--- src/cpu_pkg.sv ---
`default_nettype none

package cpu_pkg;

	localparam int issue_num = 2;
	localparam int reg_num   = 32;

	// primary opcodes
	localparam logic [5:0] op_special = 6'h00;
	localparam logic [5:0] op_addiu   = 6'h09;
	localparam logic [5:0] op_slti    = 6'h0a;
	localparam logic [5:0] op_andi    = 6'h0c;
	localparam logic [5:0] op_ori     = 6'h0d;
	localparam logic [5:0] op_xori    = 6'h0e;
	localparam logic [5:0] op_lui     = 6'h0f;

	// funct field of op_special
	localparam logic [5:0] fn_sll  = 6'h00;
	localparam logic [5:0] fn_srl  = 6'h02;
	localparam logic [5:0] fn_addu = 6'h21;
	localparam logic [5:0] fn_subu = 6'h23;
	localparam logic [5:0] fn_and  = 6'h24;
	localparam logic [5:0] fn_or   = 6'h25;
	localparam logic [5:0] fn_xor  = 6'h26;
	localparam logic [5:0] fn_slt  = 6'h2a;

	typedef logic [31:0] uint32_t;
	typedef logic [4:0]  reg_addr_t;

	typedef enum logic [3:0] {
		alu_addu,
		alu_subu,
		alu_and,
		alu_or,
		alu_xor,
		alu_slt,
		alu_sll,
		alu_srl,
		alu_lui
	} alu_op_t;

	// one word, two views picked by opcode
	typedef union packed {
		struct packed {
			logic [5:0] opcode;
			reg_addr_t  rs;
			reg_addr_t  rt;
			reg_addr_t  rd;
			logic [4:0] shamt;
			logic [5:0] funct;
		} r;
		struct packed {
			logic [5:0]  opcode;
			reg_addr_t   rs;
			reg_addr_t   rt;
			logic [15:0] imm;
		} i;
	} instr_t;

	typedef struct packed {
		logic      valid;
		alu_op_t   op;
		reg_addr_t rd;
		uint32_t   operand_a;
		uint32_t   operand_b;
	} issue_t;

	typedef struct packed {
		logic      valid;
		reg_addr_t rd;
		uint32_t   wdata;
	} result_t;

endpackage

`default_nettype wire

--- src/wb_bus_if.sv ---
`timescale 1ns/10ps
`default_nettype none

interface wb_bus_if;
	import cpu_pkg::*;

	result_t res [issue_num];

	// producer side
	modport exec (
		output res
	);

	// consumer side
	modport result (
		input res
	);

	// operand bypass
	modport fwd (
		input res
	);

endinterface

`default_nettype wire

--- src/regfile.sv ---
`timescale 1ns/10ps
`default_nettype none

module regfile (
	input  wire logic                                     clk,
	input  wire logic                                     rst_n,
	wb_bus_if.result                                      wb,
	input  wire cpu_pkg::reg_addr_t [2*cpu_pkg::issue_num-1:0] raddr,
	output cpu_pkg::uint32_t        [2*cpu_pkg::issue_num-1:0] rdata
);
	import cpu_pkg::*;

	// r0 has no storage
	uint32_t regs [1:reg_num-1];

	always_ff @(posedge clk or negedge rst_n) begin
		if (!rst_n) begin
			for (int r = 1; r < reg_num; r++) begin
				regs[r] <= '0;
			end
		end else begin
			for (int i = 0; i < issue_num; i++) begin
				if (wb.res[i].valid && wb.res[i].rd != '0) begin
					regs[wb.res[i].rd] <= wb.res[i].wdata;
				end
			end
		end
	end

	always_comb begin
		for (int k = 0; k < 2*issue_num; k++) begin
			if (raddr[k] == '0) begin
				rdata[k] = '0;
			end else begin
				rdata[k] = regs[raddr[k]];
			end
		end
	end

endmodule

`default_nettype wire

--- src/flat_wrapper.sv ---
// flat-port wrapper written by rule: the top's interface ports become plain ports
module regfile_flat import cpu_pkg::*;
  (clk, rst_n, raddr, rdata, wb_res);
  wb_bus_if wb_i ();
  input  wire logic clk;
  input  wire logic rst_n;
  input  wire cpu_pkg::reg_addr_t [2*cpu_pkg::issue_num-1:0] raddr;
  output cpu_pkg::uint32_t        [2*cpu_pkg::issue_num-1:0] rdata;
  input wire logic [$bits(wb_i.res)-1:0] wb_res;
  assign wb_i.res = {>>{wb_res}};
  regfile u_core (.clk(clk), .rst_n(rst_n), .wb(wb_i), .raddr(raddr), .rdata(rdata));
endmodule
--- config.mk ---
export PLATFORM = sky130hd
export DESIGN_NAME = regfile_flat
export DESIGN_NICKNAME = d
export VERILOG_FILES = /design/src/cpu_pkg.sv /design/src/wb_bus_if.sv /design/src/regfile.sv /design/src/flat_wrapper.sv
export SDC_FILE = /design/constraint.sdc
export NUM_CORES = 2
export LEC_CHECK = 0
export CAP_MARGIN = 30
export CORE_MARGIN = 4
export CORE_UTILIZATION = 50
export DETAILED_ROUTE_END_ITERATION = 16
export DONT_BUFFER_PORTS = 1
export GPL_ROUTABILITY_DRIVEN = 0
export PLACE_DENSITY = 0.67
export SYNTH_ARGS = -nofsm -noshare
export SYNTH_HDL_FRONTEND = slang
export SYNTH_SLANG_ARGS = --single-unit
--- constraint.sdc ---
create_clock -name clk -period 2.57 [get_ports clk]
set_clock_uncertainty 0.15 [all_clocks]
set_input_delay 0.1285 -clock clk [delete_from_list [all_inputs] [get_ports clk]]
set_output_delay 0.1285 -clock clk [all_outputs]
set_load 0.1 [all_outputs]
After elaboration in Yosys (flattened, before gate mapping)

Index checks and enable logic that the tools add are counted.

Input bits: 98
Bits in registers: 992
Output and inout bits: 128
Logic and storage cells: 79

Order comparisons: 8
Bitwise operators: 6
Reductions and logical operators: 10
Multiplexer cells: 24

Operators with widths:

| kind               | number |
|---|---|
| $bwmux 992         | 2 |
| $mux 992           | 2 |
| $bmux 32 s5        | 4 |
| $mux 32            | 14 |
| $demux 32 s5       | 2 |
| $ge 6x6->1 const B | 6 |
| $not 5->6          | 6 |
| $logic_not 5->1    | 4 |
| $lt 6x1->1 const B | 2 |
| $reduce_bool 5->1  | 2 |
| $logic_and 1x1->1  | 4 |

Depth between registers and ports, before layout

Depth after elaboration: 9
Depth in mapped cells: 8
Depth with buffers taken out: 4

Worst setup path after synthesis

OpenSTA, ideal clock, no wires.

Kind: input to output
From: input port raddr[11] in the netlist's numbering
To: output port rdata[83] in the netlist's numbering
Data required time: 2.291 ns
Slack: -1.145 ns
Arrival: 3.436 ns
Cell stages on the path: 8
Cell sequence: buf_4 -> buf_6 -> or2_2 -> buf_2 -> buf_2 -> nor2_1 -> nor4_1 -> a211oi_1

RTL lines:

| element         | line              | source |
|---|---|---|
| start, declared | flat_wrapper.sv:7 | `input wire cpu_pkg::reg_addr_t [2*cpu_pkg::issue_num-1:0] raddr;` |
| end, declared   | flat_wrapper.sv:8 | `output cpu_pkg::uint32_t [2*cpu_pkg::issue_num-1:0] rdata;` |

==> results.toml <==
[outcome]
status = "finished with violations"
violations = "hold timing, setup timing"

[setup_path]
cp_max_fo = 323
reg2regPathDepth = 5
endpoint = "rdata[22]"
reg2reg_from = "u_core.regs[772]"
worstReg2RegEnd = "u_core.regs[772]"
cp.arrival_ns = 2.84
required_ns = 2.29
r2r_slack_ns = 0.39
worstSetupPathType = "input port to primary output"
start_kind = "input port"
end_kind = "primary output"
startpoint = "raddr[0]"

[clock_network]
cts_tree = "built"
worstSkewPairLatency_ns = 0.76
cts-root-buf = "clkbuf_16"
numCtsBuffers = 115
clk_pin_slew_ns = 0.07
cts.sinks = 992
htreeDepth = 3
clockBufferDepth = 3

[finish]
multi_input_area_um2 = 54700
largest_register = "u_core.regs"
layout_commonest_cell = "mux2i_1"
seq_area_um2 = 24900
area.growth.synth_to_final_pct = 20.9
largest_reg_flops = 992
nFillCells = 12410
final_cell_mix = "mux2i_1 (2265), dfrtp_1 (963), nor2_1 (769)"
top_regs = "u_core.regs: 992 flops"
drive_above_1_share_pct = 21.1
finalInstanceArea_um2 = 96000
fin_nets = 8368

[sta]
holdWs_ns = -1.07
max_clock_freq_mhz = 321
min_period_over_period_pct = 121
fin_crit_ns = 3.12
worst_pin_slew_ns = 1.49
rsz0062_at_grt = "yes"
relSlewSlack_pct = 0.899
setup_ws_ns = -0.548
hold_viol = 568
setup_viol = 128
maxSlewViolCount = 0

[drt]
drt_wl_total_um = 366000
vias_per_cell = 7.41
drcViolationCount = 0
vias = 77295
wire_per_inst_um = 35.1
drt_iter0_markers = 14567
ant_nets = 0
dr.pass1.iters = 10

[synthesis]
syn_inst = 8399
ys_warn_count = 0
syn_avg_cell_area_um2 = 9.45
synth_edf_count = 0
ys_top_cells_by_area = "dfrtp_1 (31%), mux2i_1 (29%), mux4_2 (7.3%)"
synth.distinct_cells = 41
yosys_register_bits = 992
yosysSeqAreaShare_pct = 31.3
synth_top_area_share_pct = 31.3
async_flop_share_pct = 100
synthFlopType = "dfrtp_1"
synth_fp_nets = 8497
synth_top_area_cell = "dfrtp_1"
netlist_area_um2 = 79400

[placement]
portBuffers = 0
hpwl_um = 209000
place_area_um2 = 85600

[global_route]
grt_pass1_wl_um = 518000
grt_max_degree = 993
grtUsageTotal_pct = 42.5
grt_pass1_vias = 73365
grt-ovfl-total = 0
grt_antenna_before_repair = 16

[pwr]
p_leak_uw = 0.0428
worst_ir_drop_vdd_mv = 0.641
power_density_nw_per_um2 = 745

[floorplanning]
start_util_pct = 50.6
rows = 145
core_um2 = 157000
fp.dieH_um = 406
io_pins = 226
design.die.area_um2 = 165000
die_w_um = 406

[hold_path]
hp-class = "input port to async pin"

[run]
max-cap-violations = 0
layer usage:
layer | global-route usage, % | vias up | part of all wire [%]
met3 | 15.1 | 2206 | 15
met5 | 0 | - | 0.014
met1 | 53.7 | 36985 | 35
met2 | 59.2 | 7282 | 40
li1 | - | 30814 | -
met4 | 32.7 | 8 | 9.7
worst max-delay path, stage by stage:
cell and delay [ns]:
and3b_2 0.65, buf_4 0.26, a22oi_1 0.24, nand3_2 0.23, a211oi_4 0.48, buf_12 0.23
cell usage after synthesis (129+ instances only):
master / number
o22ai_1: 384
a21oi_1: 512
nand3_1: 132
clkbuf_1: 574
mux2i_1: 2270
nor2_1: 772
dfrtp_1: 992
buf_2: 259
mux4_2: 256
mux2_2: 256
nand2_1: 640
a22oi_1: 129
o21ai_0: 440
what timing repair did:
| item | in CTS | in global routing |
|---|---|---|
| gates resized for setup | 435 | 146 |
| cloned | 0 | 7 |
| pin swaps | 251 | 157 |
| endpoints found under the setup margin | 128 | 470 |
| hold buffers | 274 | 1 |
| hold endpoints to repair | 1984 | 550 |
| setup buffers | 22 | 16 |
worst min path at each step:
stage,end,slack (ns),cells after the start
after global placement,u_core.regs[696],-0.19,0
after floorplan,u_core.regs[0],-0.32,0
after CTS,u_core.regs[536],-1.01,0
after global routing,u_core.regs[598],-1.09,0
after detailed placement,u_core.regs[696],-0.19,0
final,u_core.regs[696],-1.07,0
logic make-up (layout without fill, tap and decap cells):
kind of cell    Yosys count  after routing  share of synthesized area [%]
buf+inv                 962            925                           5.60
other cells               0             15                              0
mux                    2782           2782                           39.5
compound gates         1762           1762                           13.3
simple gates           1901           1901                           10.3
flops                   992            992                           31.3
area by class of cell:
class / count / share of cell area [%]
Tap cell: 2058 / 2.68
Clock inverter: 47 / 0.687
Sequential cell: 992 / 25.9
Multi-Input combinational cell: 6445 / 56.9
Clock buffer: 162 / 3.43
Timing Repair Buffer: 716 / 10.3
Antenna cell: 15 / 0.0391
where the power goes:
group	switching, uW	internal, uW
registers	5910	19800
logic	14500	13400
clock network	7580	10300
through the flow:
stage | TNS (ns) | worst slack [ns] | util (%) | power (uW) | instances
global route | -13.24 | -0.264 | 61.1 | 73900 | 10422
floorplan | 0 | 0.213 | - | 42900 | 8399
finish | -27.65 | -0.548 | 61.2 | 71500 | 10435
CTS | -10.39 | -0.174 | 60.4 | 69400 | 10390
detailed placement | 0 | 0.0311 | 54.5 | 49200 | 9887
global placement | 0 | 0.0326 | 54.5 | 48200 | 9887
Power figures use the tool's default switching activity.
