File: src/cpu_pkg.sv
`default_nettype none

package cpu_pkg;

	localparam int issue_num = 2;
	localparam int reg_num   = 32;

	// primary opcodes
	localparam logic [5:0] op_special = 6'h00;
	localparam logic [5:0] op_addiu   = 6'h09;
	localparam logic [5:0] op_slti    = 6'h0a;
	localparam logic [5:0] op_andi    = 6'h0c;
	localparam logic [5:0] op_ori     = 6'h0d;
	localparam logic [5:0] op_xori    = 6'h0e;
	localparam logic [5:0] op_lui     = 6'h0f;

	// funct field of op_special
	localparam logic [5:0] fn_sll  = 6'h00;
	localparam logic [5:0] fn_srl  = 6'h02;
	localparam logic [5:0] fn_addu = 6'h21;
	localparam logic [5:0] fn_subu = 6'h23;
	localparam logic [5:0] fn_and  = 6'h24;
	localparam logic [5:0] fn_or   = 6'h25;
	localparam logic [5:0] fn_xor  = 6'h26;
	localparam logic [5:0] fn_slt  = 6'h2a;

	typedef logic [31:0] uint32_t;
	typedef logic [4:0]  reg_addr_t;

	typedef enum logic [3:0] {
		alu_addu,
		alu_subu,
		alu_and,
		alu_or,
		alu_xor,
		alu_slt,
		alu_sll,
		alu_srl,
		alu_lui
	} alu_op_t;

	// one word, two views picked by opcode
	typedef union packed {
		struct packed {
			logic [5:0] opcode;
			reg_addr_t  rs;
			reg_addr_t  rt;
			reg_addr_t  rd;
			logic [4:0] shamt;
			logic [5:0] funct;
		} r;
		struct packed {
			logic [5:0]  opcode;
			reg_addr_t   rs;
			reg_addr_t   rt;
			logic [15:0] imm;
		} i;
	} instr_t;

	typedef struct packed {
		logic      valid;
		alu_op_t   op;
		reg_addr_t rd;
		uint32_t   operand_a;
		uint32_t   operand_b;
	} issue_t;

	typedef struct packed {
		logic      valid;
		reg_addr_t rd;
		uint32_t   wdata;
	} result_t;

endpackage

`default_nettype wire

File: src/issue_bus_if.sv
`timescale 1ns/10ps
`default_nettype none

interface issue_bus_if;
	import cpu_pkg::*;

	// ID/EX contents, one entry per lane
	issue_t lanes [issue_num];

	modport decode (
		output lanes
	);

	modport exec (
		input lanes
	);

endinterface

`default_nettype wire

File: src/wb_bus_if.sv
`timescale 1ns/10ps
`default_nettype none

interface wb_bus_if;
	import cpu_pkg::*;

	result_t res [issue_num];

	// producer side
	modport exec (
		output res
	);

	// consumer side
	modport result (
		input res
	);

	// operand bypass
	modport fwd (
		input res
	);

endinterface

`default_nettype wire

File: src/decode_and_issue.sv
`timescale 1ns/10ps
`default_nettype none

module decode_and_issue (
	input  wire logic                                     clk,
	input  wire logic                                     rst_n,
	input  wire logic [cpu_pkg::issue_num-1:0]            instr_valid,
	input  wire cpu_pkg::instr_t                          instr0,
	input  wire cpu_pkg::instr_t                          instr1,
	output logic                                          stall,
	output cpu_pkg::reg_addr_t [2*cpu_pkg::issue_num-1:0] raddr,
	input  wire cpu_pkg::uint32_t [2*cpu_pkg::issue_num-1:0] rdata,
	issue_bus_if.decode                                   issue,
	wb_bus_if.fwd                                         ex_fwd,
	wb_bus_if.fwd                                         wb_fwd
);
	import cpu_pkg::*;

	instr_t    instr      [issue_num];
	alu_op_t   op         [issue_num];
	reg_addr_t dst        [issue_num];
	uint32_t   imm        [issue_num];
	uint32_t   src_val    [2*issue_num];
	issue_t    next_issue [issue_num];
	issue_t    id_ex      [issue_num];

	logic [issue_num-1:0] known;
	logic [issue_num-1:0] reads_rs;
	logic [issue_num-1:0] reads_rt;
	logic [issue_num-1:0] shift;
	logic [issue_num-1:0] use_imm;
	logic [issue_num-1:0] lane_valid;
	logic [issue_num-1:0] issue_en;
	logic                 hazard;
	logic                 second_half;

	assign instr[0] = instr0;
	assign instr[1] = instr1;

	always_comb begin
		for (int i = 0; i < issue_num; i++) begin
			known[i]    = 1'b1;
			op[i]       = alu_addu;
			dst[i]      = instr[i].i.rt;
			reads_rs[i] = 1'b1;
			reads_rt[i] = 1'b0;
			shift[i]    = 1'b0;
			use_imm[i]  = 1'b1;
			imm[i]      = {{16{instr[i].i.imm[15]}}, instr[i].i.imm};
			raddr[2*i]   = instr[i].r.rs;
			raddr[2*i+1] = instr[i].r.rt;
			case (instr[i].i.opcode)
				op_special: begin
					dst[i]      = instr[i].r.rd;
					reads_rt[i] = 1'b1;
					use_imm[i]  = 1'b0;
					imm[i]      = {27'b0, instr[i].r.shamt};
					case (instr[i].r.funct)
						fn_addu: op[i] = alu_addu;
						fn_subu: op[i] = alu_subu;
						fn_and:  op[i] = alu_and;
						fn_or:   op[i] = alu_or;
						fn_xor:  op[i] = alu_xor;
						fn_slt:  op[i] = alu_slt;
						fn_sll, fn_srl: begin
							// value comes from rt, amount from shamt
							op[i]       = (instr[i].r.funct == fn_sll) ? alu_sll : alu_srl;
							shift[i]    = 1'b1;
							reads_rs[i] = 1'b0;
							use_imm[i]  = 1'b1;
						end
						default: known[i] = 1'b0;
					endcase
				end
				op_addiu: op[i] = alu_addu;
				op_slti:  op[i] = alu_slt;
				op_andi, op_ori, op_xori: begin
					imm[i] = {16'b0, instr[i].i.imm};
					if (instr[i].i.opcode == op_andi) begin
						op[i] = alu_and;
					end else if (instr[i].i.opcode == op_ori) begin
						op[i] = alu_or;
					end else begin
						op[i] = alu_xor;
					end
				end
				op_lui: begin
					op[i]       = alu_lui;
					reads_rs[i] = 1'b0;
					imm[i]      = {16'b0, instr[i].i.imm};
				end
				default: known[i] = 1'b0;
			endcase
		end
	end

	// bypass, ex over wb, lane 1 over lane 0
	always_comb begin
		for (int k = 0; k < 2*issue_num; k++) begin
			src_val[k] = rdata[k];
			if (raddr[k] != '0) begin
				for (int j = 0; j < issue_num; j++) begin
					if (wb_fwd.res[j].valid && wb_fwd.res[j].rd == raddr[k]) begin
						src_val[k] = wb_fwd.res[j].wdata;
					end
				end
				for (int j = 0; j < issue_num; j++) begin
					if (ex_fwd.res[j].valid && ex_fwd.res[j].rd == raddr[k]) begin
						src_val[k] = ex_fwd.res[j].wdata;
					end
				end
			end
		end
	end

	assign lane_valid = instr_valid & known;

	// lane 1 consumes lane 0's destination
	assign hazard = !second_half && lane_valid[0] && lane_valid[1] && dst[0] != '0
		&& ((reads_rs[1] && instr[1].r.rs == dst[0])
		|| (reads_rt[1] && instr[1].r.rt == dst[0]));

	assign stall       = hazard;
	assign issue_en[0] = !second_half;
	assign issue_en[1] = second_half || !hazard;

	always_comb begin
		for (int i = 0; i < issue_num; i++) begin
			next_issue[i].valid     = lane_valid[i] & issue_en[i];
			next_issue[i].op        = op[i];
			next_issue[i].rd        = dst[i];
			next_issue[i].operand_a = shift[i] ? src_val[2*i+1] : src_val[2*i];
			next_issue[i].operand_b = use_imm[i] ? imm[i] : src_val[2*i+1];
		end
	end

	always_ff @(posedge clk or negedge rst_n) begin
		if (!rst_n) begin
			second_half <= 1'b0;
			for (int i = 0; i < issue_num; i++) begin
				id_ex[i] <= '0;
			end
		end else begin
			second_half <= hazard;
			id_ex       <= next_issue;
		end
	end

	assign issue.lanes = id_ex;

endmodule

`default_nettype wire

File: src/flat_wrapper.sv
// flat-port wrapper written by rule: the top's interface ports become plain ports
module decode_and_issue_flat import cpu_pkg::*;
  (clk, rst_n, instr_valid, instr0, instr1, stall, raddr, rdata, issue_lanes, ex_fwd_res, wb_fwd_res);
  issue_bus_if issue_i ();
  wb_bus_if ex_fwd_i ();
  wb_bus_if wb_fwd_i ();
  input  wire logic clk;
  input  wire logic rst_n;
  input  wire logic [cpu_pkg::issue_num-1:0] instr_valid;
  input  wire cpu_pkg::instr_t instr0;
  input  wire cpu_pkg::instr_t instr1;
  output logic stall;
  output cpu_pkg::reg_addr_t [2*cpu_pkg::issue_num-1:0] raddr;
  input  wire cpu_pkg::uint32_t [2*cpu_pkg::issue_num-1:0] rdata;
  output wire logic [$bits(issue_i.lanes)-1:0] issue_lanes;
  input wire logic [$bits(ex_fwd_i.res)-1:0] ex_fwd_res;
  input wire logic [$bits(wb_fwd_i.res)-1:0] wb_fwd_res;
  assign issue_lanes = {>>{issue_i.lanes}};
  assign ex_fwd_i.res = {>>{ex_fwd_res}};
  assign wb_fwd_i.res = {>>{wb_fwd_res}};
  decode_and_issue u_core (.clk(clk), .rst_n(rst_n), .instr_valid(instr_valid), .instr0(instr0), .instr1(instr1), .stall(stall), .raddr(raddr), .rdata(rdata), .issue(issue_i), .ex_fwd(ex_fwd_i), .wb_fwd(wb_fwd_i));
endmodule
File: config.mk
export PLATFORM = sky130hd
export DESIGN_NAME = decode_and_issue_flat
export DESIGN_NICKNAME = d
export VERILOG_FILES = /design/src/cpu_pkg.sv /design/src/issue_bus_if.sv /design/src/wb_bus_if.sv /design/src/decode_and_issue.sv /design/src/flat_wrapper.sv
export SDC_FILE = /design/constraint.sdc
export NUM_CORES = 1
export LEC_CHECK = 0
export ABC_AREA = 1
export BUFFER_PORTS_ARGS = -buffer_cell sky130_fd_sc_hd__buf_2
export CORE_AREA = 4 4 200 202
export DETAILED_ROUTE_END_ITERATION = 7
export DIE_AREA = 0 0 204 206
export GPL_ROUTABILITY_DRIVEN = 0
export PLACE_DENSITY = 0.78
export SYNTH_ARGS = -nofsm -noshare
export SYNTH_HDL_FRONTEND = slang
export SYNTH_SLANG_ARGS = --single-unit
File: constraint.sdc
create_clock -name clk -period 2.7 [get_ports clk]
set_clock_uncertainty 0.15 [all_clocks]
set_input_delay 0.27 -clock clk [delete_from_list [all_inputs] [get_ports clk]]
set_output_delay 0.27 -clock clk [all_outputs]
set_load 0.02 [all_outputs]
# ---- Yosys cells after proc, flatten, opt, wreduce, memory -nomap -nowiden
# Index checks and enable logic that the tools add are counted.
dict set report word_totals {
  ff_bits 149
}
dict set report op_classes {
  mux 51
  reduce_logical 45
  eq_ne 44
  bitwise_logic 3
}
# operator n
set op_table {}
lappend op_table {{$mux 32} 24}
lappend op_table {{$pmux 32 s2} 2}
lappend op_table {{$eq 5x5->1} 18}
lappend op_table {{$eq 6x4->1 const B} 12}
lappend op_table {{$eq 6x6->1 const B} 12}
lappend op_table {{$pmux 4 s6} 2}
lappend op_table {{$pmux 4 s4} 2}
lappend op_table {{$reduce_bool 5->1} 5}
lappend op_table {{$logic_not 6->1} 4}
lappend op_table {{$logic_and 1x1->1} 22}
lappend op_table {{$reduce_or 8->1} 2}
lappend op_table {{$eq 6x2->1 const B} 2}
lappend op_table {{$mux 1} 12}
lappend op_table {{$reduce_or 6->1} 2}
lappend op_table {{$mux 5} 2}
lappend op_table {{$mux 4} 2}
lappend op_table {{$reduce_or 4->1} 2}
lappend op_table {{$mux 3} 2}
lappend op_table {{$pmux 1 s2} 3}
lappend op_table {{$reduce_or 3->1} 2}
lappend op_table {{$reduce_or 2->1} 2}
lappend op_table {{$and 1x1->1} 2}
lappend op_table {{$and 2x2->2} 1}
lappend op_table {{$logic_not 1->1} 2}
lappend op_table {{$logic_or 1x1->1} 2}

# ---- Depth between registers and ports, before layout
dict set report logic_depth {
  word_depth 12
  mapped_depth 15
  ltp_nobuf 13
}

# ---- Worst setup path after synthesis
# OpenSTA, ideal clock, no wires.
dict set report synth_timing {
  kind {input port to output port}
  startpoint {input instr0[31] (netlist bit)}
  endpoint {output stall}
  setup_slack_ns 0.771
  stages 12
  n_path_buf 1
  t_arrival_ns 1.509
  path_cell_list {nor2_2 nand3_1 buf_2 nand2_1 o21ai_1 nand2_1 nand2_1 nor2_1 nand3_1 nand2_1 nand2_1 inv_1}
}
# element line_no
set synth_rtl {}
lappend synth_rtl {{start: declaration} flat_wrapper.sv:10} ;# input wire cpu_pkg::instr_t instr0;
lappend synth_rtl {{end: declaration} flat_wrapper.sv:12} ;# output logic stall;

# ---- Worst setup path in the final report
dict set report layout_timing {
  startpoint {input instr1[31] (netlist bit)}
  endpoint {output stall}
}
dict set report layout_via {
  elab_chain_len 7
}
# element line_no
set layout_rtl {}
lappend layout_rtl {{start: declaration} flat_wrapper.sv:11} ;# input wire cpu_pkg::instr_t instr1;
lappend layout_rtl {{$eq 6x4->1} decode_and_issue.sv:52} ;# case (instr[i].i.opcode)
lappend layout_rtl {{$reduce_or 6->1 (no source line)} -}
lappend layout_rtl {{$pmux 1 s2} decode_and_issue.sv:52}
lappend layout_rtl {{$and 2x2->2} decode_and_issue.sv:116} ;# assign lane_valid = instr_valid & known;
lappend layout_rtl {{$logic_and 1x1->1 (2 in series)} decode_and_issue.sv:119} ;# assign hazard = !second_half && lane_valid[0] && lane_valid[1] && dst[0] != '0
lappend layout_rtl {{$logic_and 1x1->1 (*)} decode_and_issue.sv:120} ;# && ((reads_rs[1] && instr[1].r.rs == dst[0])
# Mark *: on every way between the ends. The rest lies on a longest branch, timed or not.

==> results.md <==
* 0.241 — part of the Yosys area used for sequential elements
* 2.28 ns — worst endpoint required time
* sky130_fd_sc_hd__clkbuf_16 — clock root buffer master
* met2 — grt peak-use layer
* 32 — distinct cell type count of the synthesized netlist
* 0 — total of max-cap violations
* 0 — number of slew-limit violations in the final report
* 1.66 ns — flop2flop setup slack
* 0.327 — share of total power in the clock network
* 0.351 — GRT Overall Usage
* 0.257 — share of Yosys cell area claimed by the top area cell type
* 5 — length in cells of the worst reg-to-reg path
* 149 — synthesis-stage register bit count
* 19667 — vias in the first global route
* 4045 — number of filler cells placed in the layout
* 3336 — initial DRC count
* 77600 um — post-detailed-routing wire length
* 3832 — final std cells w/o fill
* 42000 um2 — Die Outline Area
* u_core.second_half — launch instance of the worst register-to-register path
* 11.2 nW — leakage power
* sky130_fd_sc_hd__nand2_1 — CP most frequent cell
* 0 ns — setup total negative slack
* 0.325 — sequential cell fraction of total power
* no — RSZ-0062 raised after global routing
* 26.9% — Layout Area Growth over Synthesis
* 0.873 ns — Slew @ Worst Pin
* 149 — clock sink total
* 0 — count of endpoints failing hold in the final timing report
* 0.383 — switching power share of the total
* 386 nW/um2 — cell area power density
* 1.00 — share of synthesized registers carrying an async set or reset
* 0 — count of yosys warnings during synthesis
* 38300 um2 — Floorplan Core Area
* 8 — iteration count of the initial detailed-routing pass
* 2846 — gate count of the mapped netlist
* 7 — maximum fanout along the worst path
* 72 — std cell rows
* sky130_fd_sc_hd__inv_1 — crit path max-delay cell type
* 517 — Ports
* 21443 — overall via count from detail_route
* 17 — CTS Buf Count
* stall — timing endpoint of the critical path
* 0 — number of nets with antenna violations after routing
* 5.60 — vias per inst
* 206 um — Die Y-Extent
* 0.945 — post-route clock period utilization
* output pin — crit path capture type
* in -> reg — Worst Hold Class
* sky130_fd_sc_hd__dfrtp_1 — Primary FF master, synth
* 3194 — Mapped Nets
* 0.0158 ns — minimum hold slack
* in -> out — type of the setup path with the least slack
* 392 MHz — Max Clock Freq
* finished, violations left — outcome
* 2 — worst-case clock buffer depth
* 70 — largest net degree at the start of global routing
* 4 — H-tree levels
* 3740 — number of cells in the design after placement
* 0.449 — met1 track demand over resource
* 2.13 ns — Arrival @ worst endpoint
* 0.06 ns — clock transition at the registers of the reported paths
* u_core.second_half — capturing point of the worst reg2reg path
* sky130_fd_sc_hd__nand2_1 (26%), sky130_fd_sc_hd__dfrtp_1 (24%), sky130_fd_sc_hd__nand3_1 (14%), sky130_fd_sc_hd__nor2_1 (7.8%), sky130_fd_sc_hd__a21oi_1 (6.8%) — top area cells in the synthesized netlist
* 115000 um — global-route wire length before repair
* 204 um — die boundary width
* 0.105 — grt met3 use
* 7.59 mW — total power
* 7 — post-detailed-route DRC marker count
* buf_2 > nor2_2 > nand4_1 > inv_1 > o21ai_0 > nand2_1 > nand3_1 > nor2_4 > nand2_1 > inv_2 > buf_4 — worst path cell trace
* 0.40 ns — Critical Path Max Stage Delay
* 56200 um — post-detail-place hpwl
* 0 — number of setup violations in the final report
* 15500 um2 — post-synthesis instance area
* 0 — number of flops mapped to enable cells by yosys
* 0 — overflow left after global routing
* 0.206 — fraction of final layout cells sized beyond drive strength 1
* instr1[31] — Critical path origin
* 2.91 mW — net switching power
* 18 — antenna violations before repair
* yes — clock tree from TritonCTS
* 0.46 ns — worst-skew pair later-pin latency
* 422 uV — largest voltage drop on the vdd net
* 0.513 — share of the core filled with cells in the final layout
* DRC — violations in the final reports
* 0.418 — relative max-transition margin
* 0.404 — starting utilization of the core area
* 2.55 ns — post-layout min period
* 5.44 um2 — Avg Synthesized Cell Area
* 0.348 — portion of total power attributed to combinational logic
* 0.544 — Global Route met2 Usage
* 20.3 um — average routed wire per standard cell
* 516 — # port buffers
* instr1[27] — critical hold path startpoint
* sky130_fd_sc_hd__nand2_1 — cell type with the largest total area after synthesis
* 3633 — number of nets in the finished design
* primary input — CP Launch Type
* 4.68 mW — Int Pwr
synth_stat cells, drive strengths merged, types with 4 or more instances:
library cell and count:
a21oi 210, buf 133, clkbuf 73, dfrtp 149
inv 281, nand2 1060, nand3 430, nand4 77
nor2 330, nor3 13, o2111ai 4, o21ai 44
o22ai 16, xnor2 5, xor2 13
layout make-up:
class                   instances  area (um2)  share of cell area
multi-input cells            2209        9840               0.501
clock buffers                  21         470              0.0239
well taps                     518         648              0.0330
clock inverters                11         125             0.00637
repair buffers                626        3740               0.190
flip-flops and latches        149        3730               0.190
diodes                         16        40.0             0.00204
inverters                     282        1060              0.0539
worst max-delay path: cells and delay by family:
family	cells	cell delay (ns)
compound gates	1	0.19
buf+inv	4	0.70
simple gates	6	0.96
metrics by stage:
stage	worst slack (ns)	instance area (um2)
floorplan	0.771	15500
global placement	0.158	18500
detailed placement	0.136	18500
CTS	0.0827	19600
global route	0.00312	19600
finish	0.148	19600
state kept, by name (all words and copies together), names as in the netlist:
signal              count
u_core.second_half      1
u_core.issue.lanes    148
power by group through the flow:
stage,Sequential (mW),Combinational [mW],Clock (mW)
after floorplan,2.74,1.15,0
after global placement,2.51,2.49,0
after detailed placement,2.51,2.50,0
after CTS,2.47,2.57,2.52
after global routing,2.48,2.84,2.58
final,2.47,2.64,2.48
cell families (layout without fill, tap and decap cells):
logic type | after synthesis | in the layout | share of synthesized area
other cells | 0 | 16 | 0
compound gates | 279 | 279 | 0.0933
simple gates | 1912 | 1912 | 0.518
buf+inv | 488 | 940 | 0.137
xor+xnor | 18 | 18 | 0.0102
flops | 149 | 149 | 0.241
placed cells by master, fill, tap and decap left out, types with 2 or more instances in the layout:
master,n
sky130_fd_sc_hd__xnor2_1,5
sky130_fd_sc_hd__o21ai_1,15
sky130_fd_sc_hd__clkbuf_16,17
sky130_fd_sc_hd__clkinvlp_4,2
sky130_fd_sc_hd__o2111ai_1,4
sky130_fd_sc_hd__nor2_4,19
sky130_fd_sc_hd__o21ai_0,29
sky130_fd_sc_hd__o211ai_1,2
sky130_fd_sc_hd__buf_12,17
sky130_fd_sc_hd__nand3_1,420
sky130_fd_sc_hd__inv_2,21
sky130_fd_sc_hd__nor3_4,5
sky130_fd_sc_hd__nand4_1,76
sky130_fd_sc_hd__clkinv_2,3
sky130_fd_sc_hd__clkinv_4,3
sky130_fd_sc_hd__buf_2,513
sky130_fd_sc_hd__nor3_1,7
sky130_fd_sc_hd__diode_2,16
sky130_fd_sc_hd__nor2_2,4
sky130_fd_sc_hd__buf_4,51
sky130_fd_sc_hd__inv_1,260
sky130_fd_sc_hd__dfrtp_1,149
sky130_fd_sc_hd__clkbuf_8,3
sky130_fd_sc_hd__nor2_1,307
sky130_fd_sc_hd__nor4_4,2
sky130_fd_sc_hd__a21oi_1,210
sky130_fd_sc_hd__nand2_1,1058
sky130_fd_sc_hd__nand3_2,10
sky130_fd_sc_hd__o22ai_1,16
sky130_fd_sc_hd__bufinv_16,2
sky130_fd_sc_hd__xor2_1,13
sky130_fd_sc_hd__nand2_2,2
sky130_fd_sc_hd__dlygate4sd3_1,44
routing by layer:
layer,vias to the layer above,share of wire
met5,-,0.00035
met4,4,0.057
met3,361,0.14
met2,1783,0.43
met1,9390,0.37
li1,9905,-
repair_timing:
item,CTS,global route
hold buffers,44,0
setup buffers,0,1
endpoints found under the hold margin,113,0
setup endpoints to repair,0,1
resized for setup,0,9
how the worst min path moves through the flow:
| stage | end | slack (ns) | cells after the start |
|---|---|---|---|
| floorplan | u_core.issue.lanes[0] | -0.18 | 0 |
| global placement | u_core.issue.lanes[0] | 0.18 | 1 |
| detailed placement | u_core.issue.lanes[0] | 0.19 | 1 |
| CTS | u_core.issue.lanes[145] | 0.002 | 3 |
| global route | u_core.issue.lanes[71] | 0.02 | 3 |
| finish | u_core.issue.lanes[71] | 0.02 | 3 |
Power figures use the tool's default switching activity.
