**config.mk**
```make
export PLATFORM = sky130hd
export DESIGN_NAME = write_back_flat
export DESIGN_NICKNAME = d
export VERILOG_FILES = /design/src/cpu_pkg.sv /design/src/wb_bus_if.sv /design/src/write_back.sv /design/src/flat_wrapper.sv
export SDC_FILE = /design/constraint.sdc
export NUM_CORES = 1
export LEC_CHECK = 0
export BUFFER_PORTS_ARGS = -buffer_cell sky130_fd_sc_hd__buf_4
export CAP_MARGIN = 0
export CORE_UTILIZATION = 33
export CTS_BUF_LIST = sky130_fd_sc_hd__clkbuf_4 sky130_fd_sc_hd__clkbuf_8 sky130_fd_sc_hd__clkbuf_16
export DETAILED_ROUTE_END_ITERATION = 8
export HOLD_SLACK_MARGIN = 0.05
export MAX_ROUTING_LAYER = met4
export PLACE_DENSITY = 0.75
export SLEW_MARGIN = 20
export SYNTH_ARGS = -nofsm -noshare
export SYNTH_HDL_FRONTEND = slang
export SYNTH_SLANG_ARGS = --single-unit
export TNS_END_PERCENT = 1
```
**constraint.sdc**
```tcl
create_clock -name clk -period 0.9 [get_ports clk]
set_input_delay 0.045 -clock clk [delete_from_list [all_inputs] [get_ports clk]]
set_output_delay 0.045 -clock clk [all_outputs]
set_load 0.02 [all_outputs]
```
**src/cpu_pkg.sv**
```systemverilog
`default_nettype none

package cpu_pkg;

	localparam int issue_num = 2;
	localparam int reg_num   = 32;

	// primary opcodes
	localparam logic [5:0] op_special = 6'h00;
	localparam logic [5:0] op_addiu   = 6'h09;
	localparam logic [5:0] op_slti    = 6'h0a;
	localparam logic [5:0] op_andi    = 6'h0c;
	localparam logic [5:0] op_ori     = 6'h0d;
	localparam logic [5:0] op_xori    = 6'h0e;
	localparam logic [5:0] op_lui     = 6'h0f;

	// funct field of op_special
	localparam logic [5:0] fn_sll  = 6'h00;
	localparam logic [5:0] fn_srl  = 6'h02;
	localparam logic [5:0] fn_addu = 6'h21;
	localparam logic [5:0] fn_subu = 6'h23;
	localparam logic [5:0] fn_and  = 6'h24;
	localparam logic [5:0] fn_or   = 6'h25;
	localparam logic [5:0] fn_xor  = 6'h26;
	localparam logic [5:0] fn_slt  = 6'h2a;

	typedef logic [31:0] uint32_t;
	typedef logic [4:0]  reg_addr_t;

	typedef enum logic [3:0] {
		alu_addu,
		alu_subu,
		alu_and,
		alu_or,
		alu_xor,
		alu_slt,
		alu_sll,
		alu_srl,
		alu_lui
	} alu_op_t;

	// one word, two views picked by opcode
	typedef union packed {
		struct packed {
			logic [5:0] opcode;
			reg_addr_t  rs;
			reg_addr_t  rt;
			reg_addr_t  rd;
			logic [4:0] shamt;
			logic [5:0] funct;
		} r;
		struct packed {
			logic [5:0]  opcode;
			reg_addr_t   rs;
			reg_addr_t   rt;
			logic [15:0] imm;
		} i;
	} instr_t;

	typedef struct packed {
		logic      valid;
		alu_op_t   op;
		reg_addr_t rd;
		uint32_t   operand_a;
		uint32_t   operand_b;
	} issue_t;

	typedef struct packed {
		logic      valid;
		reg_addr_t rd;
		uint32_t   wdata;
	} result_t;

endpackage

`default_nettype wire

```
**src/wb_bus_if.sv**
```systemverilog
`timescale 1ns/10ps
`default_nettype none

interface wb_bus_if;
	import cpu_pkg::*;

	result_t res [issue_num];

	// producer side
	modport exec (
		output res
	);

	// consumer side
	modport result (
		input res
	);

	// operand bypass
	modport fwd (
		input res
	);

endinterface

`default_nettype wire

```
**src/write_back.sv**
```systemverilog
`timescale 1ns/10ps
`default_nettype none

module write_back (
	input  wire logic                          clk,
	input  wire logic                          rst_n,
	wb_bus_if.result                           ex,
	wb_bus_if.exec                             wb,
	output logic [cpu_pkg::issue_num-1:0]      retire_valid,
	output cpu_pkg::reg_addr_t                 retire_rd0,
	output cpu_pkg::reg_addr_t                 retire_rd1,
	output cpu_pkg::uint32_t                   retire_data0,
	output cpu_pkg::uint32_t                   retire_data1
);
	import cpu_pkg::*;

	result_t wb_q [issue_num];
	logic    drop_lane0;

	// EX/WB
	always_ff @(posedge clk or negedge rst_n) begin
		if (!rst_n) begin
			for (int i = 0; i < issue_num; i++) begin
				wb_q[i] <= '0;
			end
		end else begin
			wb_q <= ex.res;
		end
	end

	// younger lane owns a shared destination
	assign drop_lane0 = wb_q[0].valid && wb_q[1].valid
		&& wb_q[0].rd == wb_q[1].rd && wb_q[0].rd != '0;

	assign wb.res[0] = '{
		valid: wb_q[0].valid & ~drop_lane0,
		rd:    wb_q[0].rd,
		wdata: wb_q[0].wdata
	};
	assign wb.res[1] = wb_q[1];

	assign retire_valid = {wb_q[1].valid, wb_q[0].valid};
	assign retire_rd0   = wb_q[0].rd;
	assign retire_rd1   = wb_q[1].rd;
	assign retire_data0 = wb_q[0].wdata;
	assign retire_data1 = wb_q[1].wdata;

endmodule

`default_nettype wire

```
**src/flat_wrapper.sv**
```systemverilog
// flat-port wrapper written by rule: the top's interface ports become plain ports
module write_back_flat import cpu_pkg::*;
  (clk, rst_n, retire_valid, retire_rd0, retire_rd1, retire_data0, retire_data1, ex_res, wb_res);
  wb_bus_if ex_i ();
  wb_bus_if wb_i ();
  input  wire logic clk;
  input  wire logic rst_n;
  output logic [cpu_pkg::issue_num-1:0] retire_valid;
  output cpu_pkg::reg_addr_t retire_rd0;
  output cpu_pkg::reg_addr_t retire_rd1;
  output cpu_pkg::uint32_t retire_data0;
  output cpu_pkg::uint32_t retire_data1;
  input wire logic [$bits(ex_i.res)-1:0] ex_res;
  output wire logic [$bits(wb_i.res)-1:0] wb_res;
  assign ex_i.res = {>>{ex_res}};
  assign wb_res = {>>{wb_i.res}};
  write_back u_core (.clk(clk), .rst_n(rst_n), .ex(ex_i), .wb(wb_i), .retire_valid(retire_valid), .retire_rd0(retire_rd0), .retire_rd1(retire_rd1), .retire_data0(retire_data0), .retire_data1(retire_data1));
endmodule
```
# Word-level counts from Yosys, hierarchy flattened
# Cells that the tools add are included.
# totals
memories,0
ramBits,0
inputBits,78
ff_bits,76
wordCells,13
latch_bits,0
out_inout_bits,152
romBits,0
# op_classes
n_shift,0
n_addsub,0
n_mul,0
n_lt_le_gt_ge,0
n_eq_ne,1
muxes,0
n_div,0
bitwise,2
reduce_logical,4
# ops
op,n
5-bit == test,1
5-bit nonzero test,1
1-bit logical AND,3
1-bit AND,1
1-bit inverter,1

# Depth between registers and ports, before layout
# Gate-level depths: netlist of the first run.
# depth
word_depth,5
mapped_depth,3
depth_no_buf,3

# Least setup slack after synthesis of the first run
# No wires, ideal clock.
# synth_timing
kind,flip-flop to output port
start,reg u_core.wb_q (netlist bit u_core.retire_rd1[2])
end,out wb_res[75]
n_path_buf,0
slack_ps,-291
t_arrival_ps,1146
stages_incl_launch_ff,4
required_ps,855
cell_sequence,dfrtp_1 nor4_2 o21ai_1 a41oi_2
# synth_via
elab_chain_len,5
# synth_lines
item,line,source
"start, declared",write_back.sv:17,result_t wb_q [issue_num];
"start signal, assigned",write_back.sv:27,wb_q <= ex.res;
5-bit == test,write_back.sv:33,&& wb_q[0].rd == wb_q[1].rd && wb_q[0].rd != '0;
1-bit logical AND (2 in series),write_back.sv:33,
1-bit inverter,write_back.sv:36,"valid: wb_q[0].valid & ~drop_lane0,"
1-bit AND,write_back.sv:36,
"end, declared",flat_wrapper.sv:14,output wire logic [$bits(wb_i.res)-1:0] wb_res;
# Every way passes these cells.

# Worst setup path after layout of the first run
# layout_timing
start,reg u_core.wb_q (netlist bit u_core.retire_rd0[4])
end,out wb_res[75]
# layout_via
elab_chain_len,5
word_cells_on_any_way,6
cone_classes,eq/ne: 1; bitwise: 2; reduce/logical: 3
# layout_lines
item,line
5-bit == test,write_back.sv:33
1-bit logical AND,write_back.sv:33
1-bit logical AND *,write_back.sv:33
1-bit inverter *,write_back.sv:36
1-bit AND *,write_back.sv:36
# Mark *: on every way between the ends. The rest lies on a longest branch, timed or not.

==> out/results.ini, run 1 <==
[routing]
drt-initial-drc-count = 30
drt-total-wl_um = 8490
route.detailed.drc = 0
wl_per_cell_um = 16.3
first_pass_iters = 4
drt.antenna.violating_nets = 0
vias = 2111
vias_per_cell = 4.06

[logic_synthesis]
yosys-top-cells-count = dfrtp_1, buf_4, xor2_1
synth-edff-count = 0
synth_flop_cell = dfrtp_1
ys_types = 11
synthTopCellsByArea = dfrtp_1, buf_4, xor2_1
synth.most_common_cell = dfrtp_1
syn-num-nets = 240
synthCells = 162
synth-async-reset-ratio_pct = 100
yosys.area.top_type = dfrtp_1
synth_top_cell_area_share_pct = 74.5
ys_warn_count = 0
syn_area_per_cell_um2 = 15.8
synth_seq_area_share_pct = 74.5
ys_ff_latch = 76
syn_area_mm2 = 0.00255

[sta]
finalCritPeriodShare_pct = 173
setup_viol = 152
relSlewSlack_pct = 84.6
slew_viol_final = 0
rsz0062_at_grt = yes
layout_min_cycle_time_ps = 1560
finalHoldViolations = 0
finalWorstSetupSlack_ps = -659
worst_pin_slew_ps = 229
tns_ps = -7530
max_freq_mhz = 641

[outcome]
violations = setup timing
status = finished, violations left

[place]
gp_congestion = 0.716
place_inst = 427
port_buffers = 229
place_area_mm2 = 0.00395

[worst_setup_path]
crit_arrival_ps = 1510
worstSetupStartpointType = flop
worst-path-max-fanout = 2
critical_path_class = flop to output pin
endpoint_kind = output pin
cp.required_ps = 850

[clock_network]
cts.sinks = 76
cts_root_buffer = clkbuf_8
numCtsBuffers = 9
clockBufferDepth = 2
path_clk_slew_ps = 80
post_cts_buffers = 0
htreeDepth = 3
cts_tree = done

[cells_and_area]
n_antenna_cell = 0
area_growth_pct = 114
fin_area_mm2 = 0.00547
fill_cells = 421
fin_cells = 520
drive_gt1_share_pct = 63.4
layout.nets = 494
final_core_util_pct = 74.2

[power]
peakVddDrop_uv = 1210
p_sw_mw = 2.18
p_seq_share_pct = 43.3
combPwrFrac_pct = 22.2
power.density_mw_per_mm2 = 1590
p_leak_nw = 2.68
clockPowerShare_pct = 34.5
cellInternalPower_mw = 6.51
swShare_pct = 25.1

[flow_run]
maxCapViolations = 0

[floorplanning]
die_area_mm2 = 0.00809
boundaryPins = 230
die_h_um = 89.9
std_cell_rows = 31
start_util_pct = 34.6
coreArea_mm2 = 0.00737
die_w_um = 89.9

[global_routing]
first_global_vias = 2330
use_met1_pct = 22.3
grt_overflow = 0
grt_pass1_wl_um = 12500
grt_busiest_layer = met2
grt_use_met3_pct = 6.09
grt_usage_pct = 21.0
grt_max_degree = 40
antenna_found_initial = 0
gr-usage-met2_pct = 38.2

[min_path]
min-delay-path-class = input pin to async pin

-- flip-flops by register name (all words and copies together), names as in the netlist --
register             count
u_core.retire_data0     32
u_core.retire_data1     32
u_core.retire_rd0        5
u_core.retire_rd1        5
u_core.retire_valid      2
-- through the flow --
| stage | hold slack [ps] | worst slack (ps) | power [mW] |
|---|---|---|---|
| 6_report | 256 | -659 | 8.69 |
| 3_3_place_gp | 28.7 | -353 | 5.18 |
| 4_1_cts | 209 | -674 | 8.60 |
| 2_1_floorplan | -251 | -275 | 4.48 |
| 3_5_place_dp | 36.3 | -374 | 5.21 |
| 5_1_grt | 263 | -743 | 9.01 |
-- cells in the final DEF (no fill, tap or decap), types with 2 or more instances in the layout --
| master | n |
|---|---|
| buf_12 | 2 |
| buf_4 | 109 |
| buf_6 | 130 |
| bufinv_16 | 2 |
| clkbuf_8 | 12 |
| dfrtp_1 | 71 |
| dfrtp_2 | 5 |
| dlygate4sd3_1 | 77 |
| xor2_1 | 3 |
-- worst max-delay path: stages, from the launching register on --
cell	delay, ps
dfrtp_1	400
or2_2	300
o21ai_2	170
a41oi_2	130
buf_4	180
-- power groups by stage --
stage | registers (mW) | logic, mW | clock network (mW)
floorplan | 3.98 | 0.505 | 0
global placement | 3.76 | 1.42 | 0
detailed placement | 3.77 | 1.44 | 0
CTS | 3.72 | 1.81 | 3.07
global route | 3.78 | 2.02 | 3.22
finish | 3.76 | 1.93 | 3.00
-- what timing repair did --
item,in CTS,in global routing
pin swaps,3,1
hold endpoints to repair,152,0
gates resized for setup,61,74
hold buffers,77,0
setup endpoints to repair,152,152
-- layout make-up --
type / instances / area, um2 / area share [%]
clock inverter: 3 / 67.6 / 1.24
multi-input combinational: 10 / 101 / 1.85
inverter: 1 / 3.75 / 0.0686
sequential: 76 / 1910 / 34.9
clock buffer: 13 / 173 / 3.16
tap: 99 / 124 / 2.26
timing repair buffer: 318 / 3090 / 56.5
-- final timing paths --
check	startpoint	end	slack [ps]	cells after the start
min in group clk	ex_res[59]	u_core.retire_data0[21]	350	2
worst max-delay path	u_core.retire_rd0[4]	wb_res[75]	-660	4
worst min-delay path	rst_n	u_core.retire_data1[24]	260	3
max in group asynchronous	rst_n	u_core.retire_rd0[0]	420	3
-- per-layer routing --
layer / wire length, um / part of all wire [%]
met5: 0 / 0
met4: 124 / 1.5
met3: 588 / 6.9
met2: 4810 / 57
met1: 2970 / 35
-- logic make-up (layout without fill, tap and decap cells) --
group / Yosys count / in the layout / share of synthesized area [%]
DFF: 76 / 76 / 74.5
buffers and inverters: 76 / 335 / 22.2
xor gates and xnor gates: 4 / 4 / 1.37
and+or+nand+nor: 4 / 4 / 1.08
AOI/OAI and AO/OA: 2 / 2 / 0.833
No activity file was read; power rests on OpenSTA's default activity.
==> run 2: changes to the inputs <==
==> config.mk (replaced) <==
export PLATFORM = sky130hd
export DESIGN_NAME = write_back_flat
export DESIGN_NICKNAME = d
export VERILOG_FILES = /design/src/cpu_pkg.sv /design/src/wb_bus_if.sv /design/src/write_back.sv /design/src/flat_wrapper.sv
export SDC_FILE = /design/constraint.sdc
export NUM_CORES = 1
export LEC_CHECK = 0
export CAP_MARGIN = 0
export CORE_AREA = 3 3 89 91
export DETAILED_ROUTE_END_ITERATION = 8
export DIE_AREA = 0 0 92 94
export DONT_BUFFER_PORTS = 1
export HOLD_SLACK_MARGIN = 0.05
export MAX_ROUTING_LAYER = met4
export SLEW_MARGIN = 20
export SYNTH_ARGS = -nofsm -noshare
export SYNTH_HDL_FRONTEND = slang
export SYNTH_SLANG_ARGS = --single-unit
export TNS_END_PERCENT = 1
==> run 2 against run 1 <==
The run ends with hold timing, setup timing left. Critical path depth down 1. Via count down 41%. Maximum frequency up 3.3%. Die area up 6.9%. Worst hold slack worse by 860 ps. Count of clock-buffer cells in the layout down 3. Sequential cell count unchanged. Worst setup slack better by 50 ps. Largest cell class is now registers.
==> out/results.ini, run 2 (synthesized netlist as in run 1, its figures left out) <==
[power]
fin_total_pwr_mw = 7.17
cellInternalPower_mw = 5.23
p_leak_nw = 1.37
swShare_pct = 27.0
p_sw_mw = 1.94
p_seq_share_pct = 57.6
combPwrFrac_pct = 6.9
clockPowerShare_pct = 35.5
peakVddDrop_uv = 958
power.density_mw_per_mm2 = 2140

[sta]
slew_viol_final = 0
finalHoldViolations = 76
rsz0062_at_grt = yes
finalCritPeriodShare_pct = 168
finalWorstSetupSlack_ps = -609
whs_ps = -608
max_freq_mhz = 663
setup_viol = 30
worst_pin_slew_ps = 373
layout_min_cycle_time_ps = 1510
relSlewSlack_pct = 75.2

[floorplanning]
boundaryPins = 230
coreArea_mm2 = 0.00721
start_util_pct = 35.4
std_cell_rows = 31
die_h_um = 94
die_w_um = 92
die_area_mm2 = 0.00865

[clock_network]
cts.sinks = 76
cts_root_buffer = clkbuf_8
cts_hold_buf = 76
htreeDepth = 3
numCtsBuffers = 9
path_clk_slew_ps = 80
clockBufferDepth = 2
cts_tree = done

[routing]
wl_per_cell_um = 18.5
drt.antenna.violating_nets = 0
route.detailed.drc = 0
vias_per_cell = 4.19
first_pass_iters = 3
vias = 1236
drt-total-wl_um = 5460
drt-initial-drc-count = 14

[place]
port_buffers = 0
hpwl_um = 3780
place_inst = 202
place_area_mm2 = 0.00224
gp_congestion = 0.603

[min_path]
min-delay-path-class = input pin to async pin

[worst_setup_path]
worst-path-max-fanout = 3
crit_arrival_ps = 1460
critical_path_class = flop to output pin
worstSetupStartpointType = flop
cp.required_ps = 850
endpoint_kind = output pin

[cells_and_area]
n_antenna_cell = 0
layout_commonest_cell = dlygate4sd3_1
drive_gt1_share_pct = 51.5
layout_common_cells = dlygate4sd3_1, dfrtp_2, buf_6, dfrtp_1, clkbuf_8
area_growth_pct = 31.2
layout.nets = 269
fin_area_mm2 = 0.00335
fin_cells = 295

[outcome]
status = finished, violations left
violations = hold timing, setup timing

[global_routing]
grt_usage_pct = 13.4
first_global_vias = 1458
grt_max_degree = 77
grt_overflow = 0
antenna_found_initial = 0
grt_pass1_wl_um = 8050

[flow_run]
maxCapViolations = 0

-- run 2: worst max-delay path: stages, from the launching register on --
cell and delay, ps:
dfrtp_2 450, nor4_4 270, o21ai_1 100, a41oi_2 310
-- run 2: cell type report --
cell class	instances	area, um2
fillers	665	3860
flip-flops and latches	76	1980
repair buffers	93	941
clock buffers	10	128
well taps	99	124
multi-input cells	10	97.6
clock inverters	6	72.6
inverters	1	3.75
-- run 2: path summary, 6_finish.rpt --
kind                                       from                       to  slack [ps]  cells after the start
worst min-delay path                      rst_n  u_core.retire_data1[30]        -610                      0
max in group asynchronous                 rst_n  u_core.retire_data0[19]        1390                      0
worst max-delay path       u_core.retire_rd1[3]               wb_res[75]        -610                      3
min in group clk                      ex_res[5]   u_core.retire_data1[5]         250                      1
-- run 2: power by group through the flow --
stage               Combinational (mW)  Clock [mW]  Sequential (mW)
CTS                              0.493        2.69             4.13
global placement                 0.198           0             4.16
finish                           0.492        2.55             4.13
floorplan                        0.505           0             3.98
global route                     0.521        2.88             4.16
detailed placement               0.198           0             4.16
-- run 2: metrics by stage --
| stage | util, % | setup TNS [ps] | setup WS [ps] |
|---|---|---|---|
| 6_report | 46.4 | -2400 | -609 |
| 3_3_place_gp | 31.0 | -338 | -338 |
| 5_1_grt | 46.4 | -7870 | -692 |
| 4_1_cts | 46.4 | -5080 | -654 |
| 2_1_floorplan | - | -275 | -275 |
| 3_5_place_dp | 31.0 | -362 | -362 |
-- run 2: per-layer routing --
metal,wire (um),global-route usage (%),vias to the layer above
li1,-,-,480
met1,1660,12.1,627
met3,606,7.21,12
met5,0,-,-
met4,61,5.45,0
met2,3140,23.5,117
-- run 2: what timing repair did --
action / CTS / global route
setup buffers: 1 / 0
pin swaps: 2 / 0
gates resized for setup: 78 / 0
endpoints found under the setup margin: 152 / 152
hold endpoints to repair: 152 / 76
==> run 3: changes to the inputs <==
--- a/config.mk
+++ b/config.mk
@@ -5,10 +5,11 @@
 export SDC_FILE = /design/constraint.sdc
 export NUM_CORES = 1
 export LEC_CHECK = 0
+export ABC_AREA = 1
 export CAP_MARGIN = 0
-export CORE_AREA = 3 3 89 91
+export CORE_AREA = 2 2 89 91
 export DETAILED_ROUTE_END_ITERATION = 8
-export DIE_AREA = 0 0 92 94
+export DIE_AREA = 0 0 91 93
 export DONT_BUFFER_PORTS = 1
 export HOLD_SLACK_MARGIN = 0.05
 export MAX_ROUTING_LAYER = met4
==> run 3 against run 2 <==
The run still ends with hold timing, setup timing left. Global-route usage barely moved. Wire length shrank 2.3%. Worst setup slack gained 60 ps. Cell area grew 1.1%. Synthesized cell count increased by 12%. Maximum frequency rose by 4.2%. Sequential share of layout area down 0.52 points. Total power increased by 0.14%. Sequential power hardly changed. Core utilization down 1.4 points. Worst hold slack improved by 6.1 ps. Largest cell class unchanged. Highest routed layer unchanged.
==> out/results.ini, run 3 <==
[outcome]
status = finished, violations left
violations = hold timing, setup timing

[sta]
relSlewSlack_pct = 84.2
whs_ps = -602
worst_pin_slew_ps = 237
finalCritPeriodShare_pct = 161
finalHoldViolations = 76
tns_ps = -1510
slew_viol_final = 0
finalWorstSetupSlack_ps = -549
rsz0062_at_grt = yes
max_freq_mhz = 690
layout_min_cycle_time_ps = 1450
setup_viol = 23

[logic_synthesis]
syn-num-nets = 260
synthTopCellsByArea = dfrtp_1, buf_4, nand2_1
synth.most_common_cell = dfrtp_1
synth_flop_cell = dfrtp_1
syn_area_mm2 = 0.00259
syn_area_per_cell_um2 = 14.2
ys_warn_count = 0
synth_top_cell_area_share_pct = 73.4
yosys.area.top_type = dfrtp_1
synth-edff-count = 0
yosys-top-cells-count = dfrtp_1, buf_4, nand2_1
synth_seq_area_share_pct = 73.4
ys_ff_latch = 76
synth-async-reset-ratio_pct = 100
ys_types = 9
synthCells = 182

[worst_setup_path]
crit_arrival_ps = 1400
worstSetupStartpointType = flop
endpoint_kind = output pin
cp.required_ps = 850
critical_path_class = flop to output pin
startpoint = u_core.retire_rd1[3]
worst-path-max-fanout = 4

[routing]
vias = 1293
vias_per_cell = 4.13
wl_per_cell_um = 17.0
drt-met1-wl_um = 1720
drt-total-wl_um = 5340
drt.antenna.violating_nets = 0
routed.top_layer = met4
routed-wl-met3_um = 546
wl_met2_um = 2990
drt-initial-drc-count = 20
first_pass_iters = 4
route.detailed.drc = 0

[floorplanning]
start_util_pct = 34.4
die_w_um = 91
die_h_um = 93
boundaryPins = 230
die_area_mm2 = 0.00846
std_cell_rows = 32
coreArea_mm2 = 0.00753

[power]
peakVddDrop_uv = 936
p_leak_nw = 1.42
power.density_mw_per_mm2 = 2120

[cells_and_area]
n_antenna_cell = 0
layout_commonest_cell = dlygate4sd3_1
area_growth_pct = 30.7
layout.nets = 284
layout_common_cells = dlygate4sd3_1, dfrtp_2, clkbuf_8, buf_6
drive_gt1_share_pct = 50.2

[flow_run]
maxCapViolations = 0

[global_routing]
grt_max_degree = 77
antenna_found_initial = 0
grt_pass1_wl_um = 8020
first_global_vias = 1520
grt_usage_pct = 13.4
grt_overflow = 0

[clock_network]
clockBufferDepth = 2
path_clk_slew_ps = 70
post_cts_buffers = 0
htreeDepth = 3
cts_tree = done
numCtsBuffers = 9
cts.sinks = 76
cts_root_buffer = clkbuf_8
cts_hold_buf = 76

[place]
hpwl_um = 3590
gp_congestion = 0.663
port_buffers = 0

[min_path]
min-delay-path-class = input pin to async pin

[run 3: cell count changes in the layout (fill, tap and decap cells not counted), sizes merged, moves of 3 or more]
cell / delta
buf: -5
nand2: +11
inv: +7
nor2: +5
xor2: -3
[run 3: through the flow]
| step | cells | total power [mW] | util (%) | setup WS [ps] | cell area [um2] |
|---|---|---|---|---|---|
| detailed placement | 221 | 4.35 | 30.1 | -250 | 2270 |
| finish | 313 | 7.18 | 45.0 | -549 | 3390 |
| floorplan | 182 | 4.49 | - | -156 | 2600 |
| CTS | 313 | 7.29 | 44.6 | -592 | 3350 |
| global route | 313 | 7.55 | 45.0 | -622 | 3390 |
| global placement | 221 | 4.35 | 30.1 | -234 | 2270 |
[run 3: power by group]
part           leakage (nW)  total [mW]  switching (mW)  internal, mW
registers             0.818        4.14           0.527          3.62
logic                 0.495       0.475           0.180         0.295
clock network         0.102        2.56            1.13          1.42
[run 3: what timing repair did]
| item | 4_1_cts | 5_1_grt |
|---|---|---|
| setup endpoints to repair | 152 | 152 |
| pin swaps | 3 | 4 |
| resized for setup | 77 | 9 |
| endpoints found under the hold margin | 152 | 76 |
[run 3: cell type report]
| type | instances | area, um2 |
|---|---|---|
| clock buffers | 12 | 155 |
| clock inverters | 4 | 47.5 |
| fillers | 722 | 4140 |
| inverters | 10 | 42.5 |
| multi-input cells | 21 | 125 |
| flip-flops and latches | 76 | 1990 |
| well taps | 102 | 128 |
| repair buffers | 88 | 901 |
[run 3: critical path, cell delays in order (launching register included)]
cell,delay (ps)
dfrtp_1,400
buf_12,160
inv_6,50
nand3_2,80
a21oi_2,180
nor2_4,60
nor2_4,140
[run 3: logic make-up (layout without fill, tap and decap cells)]
logic type	Yosys count	count (layout)	synth area share [%]
buf+inv	85	114	23.2
flops	76	76	73.4
simple gates	19	19	3.04
compound gates	2	2	0.386
[run 3: worst max-delay path by stage]
stage	end	slack [ps]	cells after the start
4_1_cts	wb_res[75]	-590	6
2_1_floorplan	wb_res[75]	-160	5
3_3_place_gp	wb_res[75]	-230	6
3_5_place_dp	wb_res[75]	-250	6
6_report	wb_res[75]	-550	6
5_1_grt	wb_res[75]	-620	7
[run 3: routing by layer]
layer,global-route usage [%],vias up
li1,-,517
met1,12.6,652
met2,22.7,115
met3,6.77,9
met4,6.69,0
met5,-,-
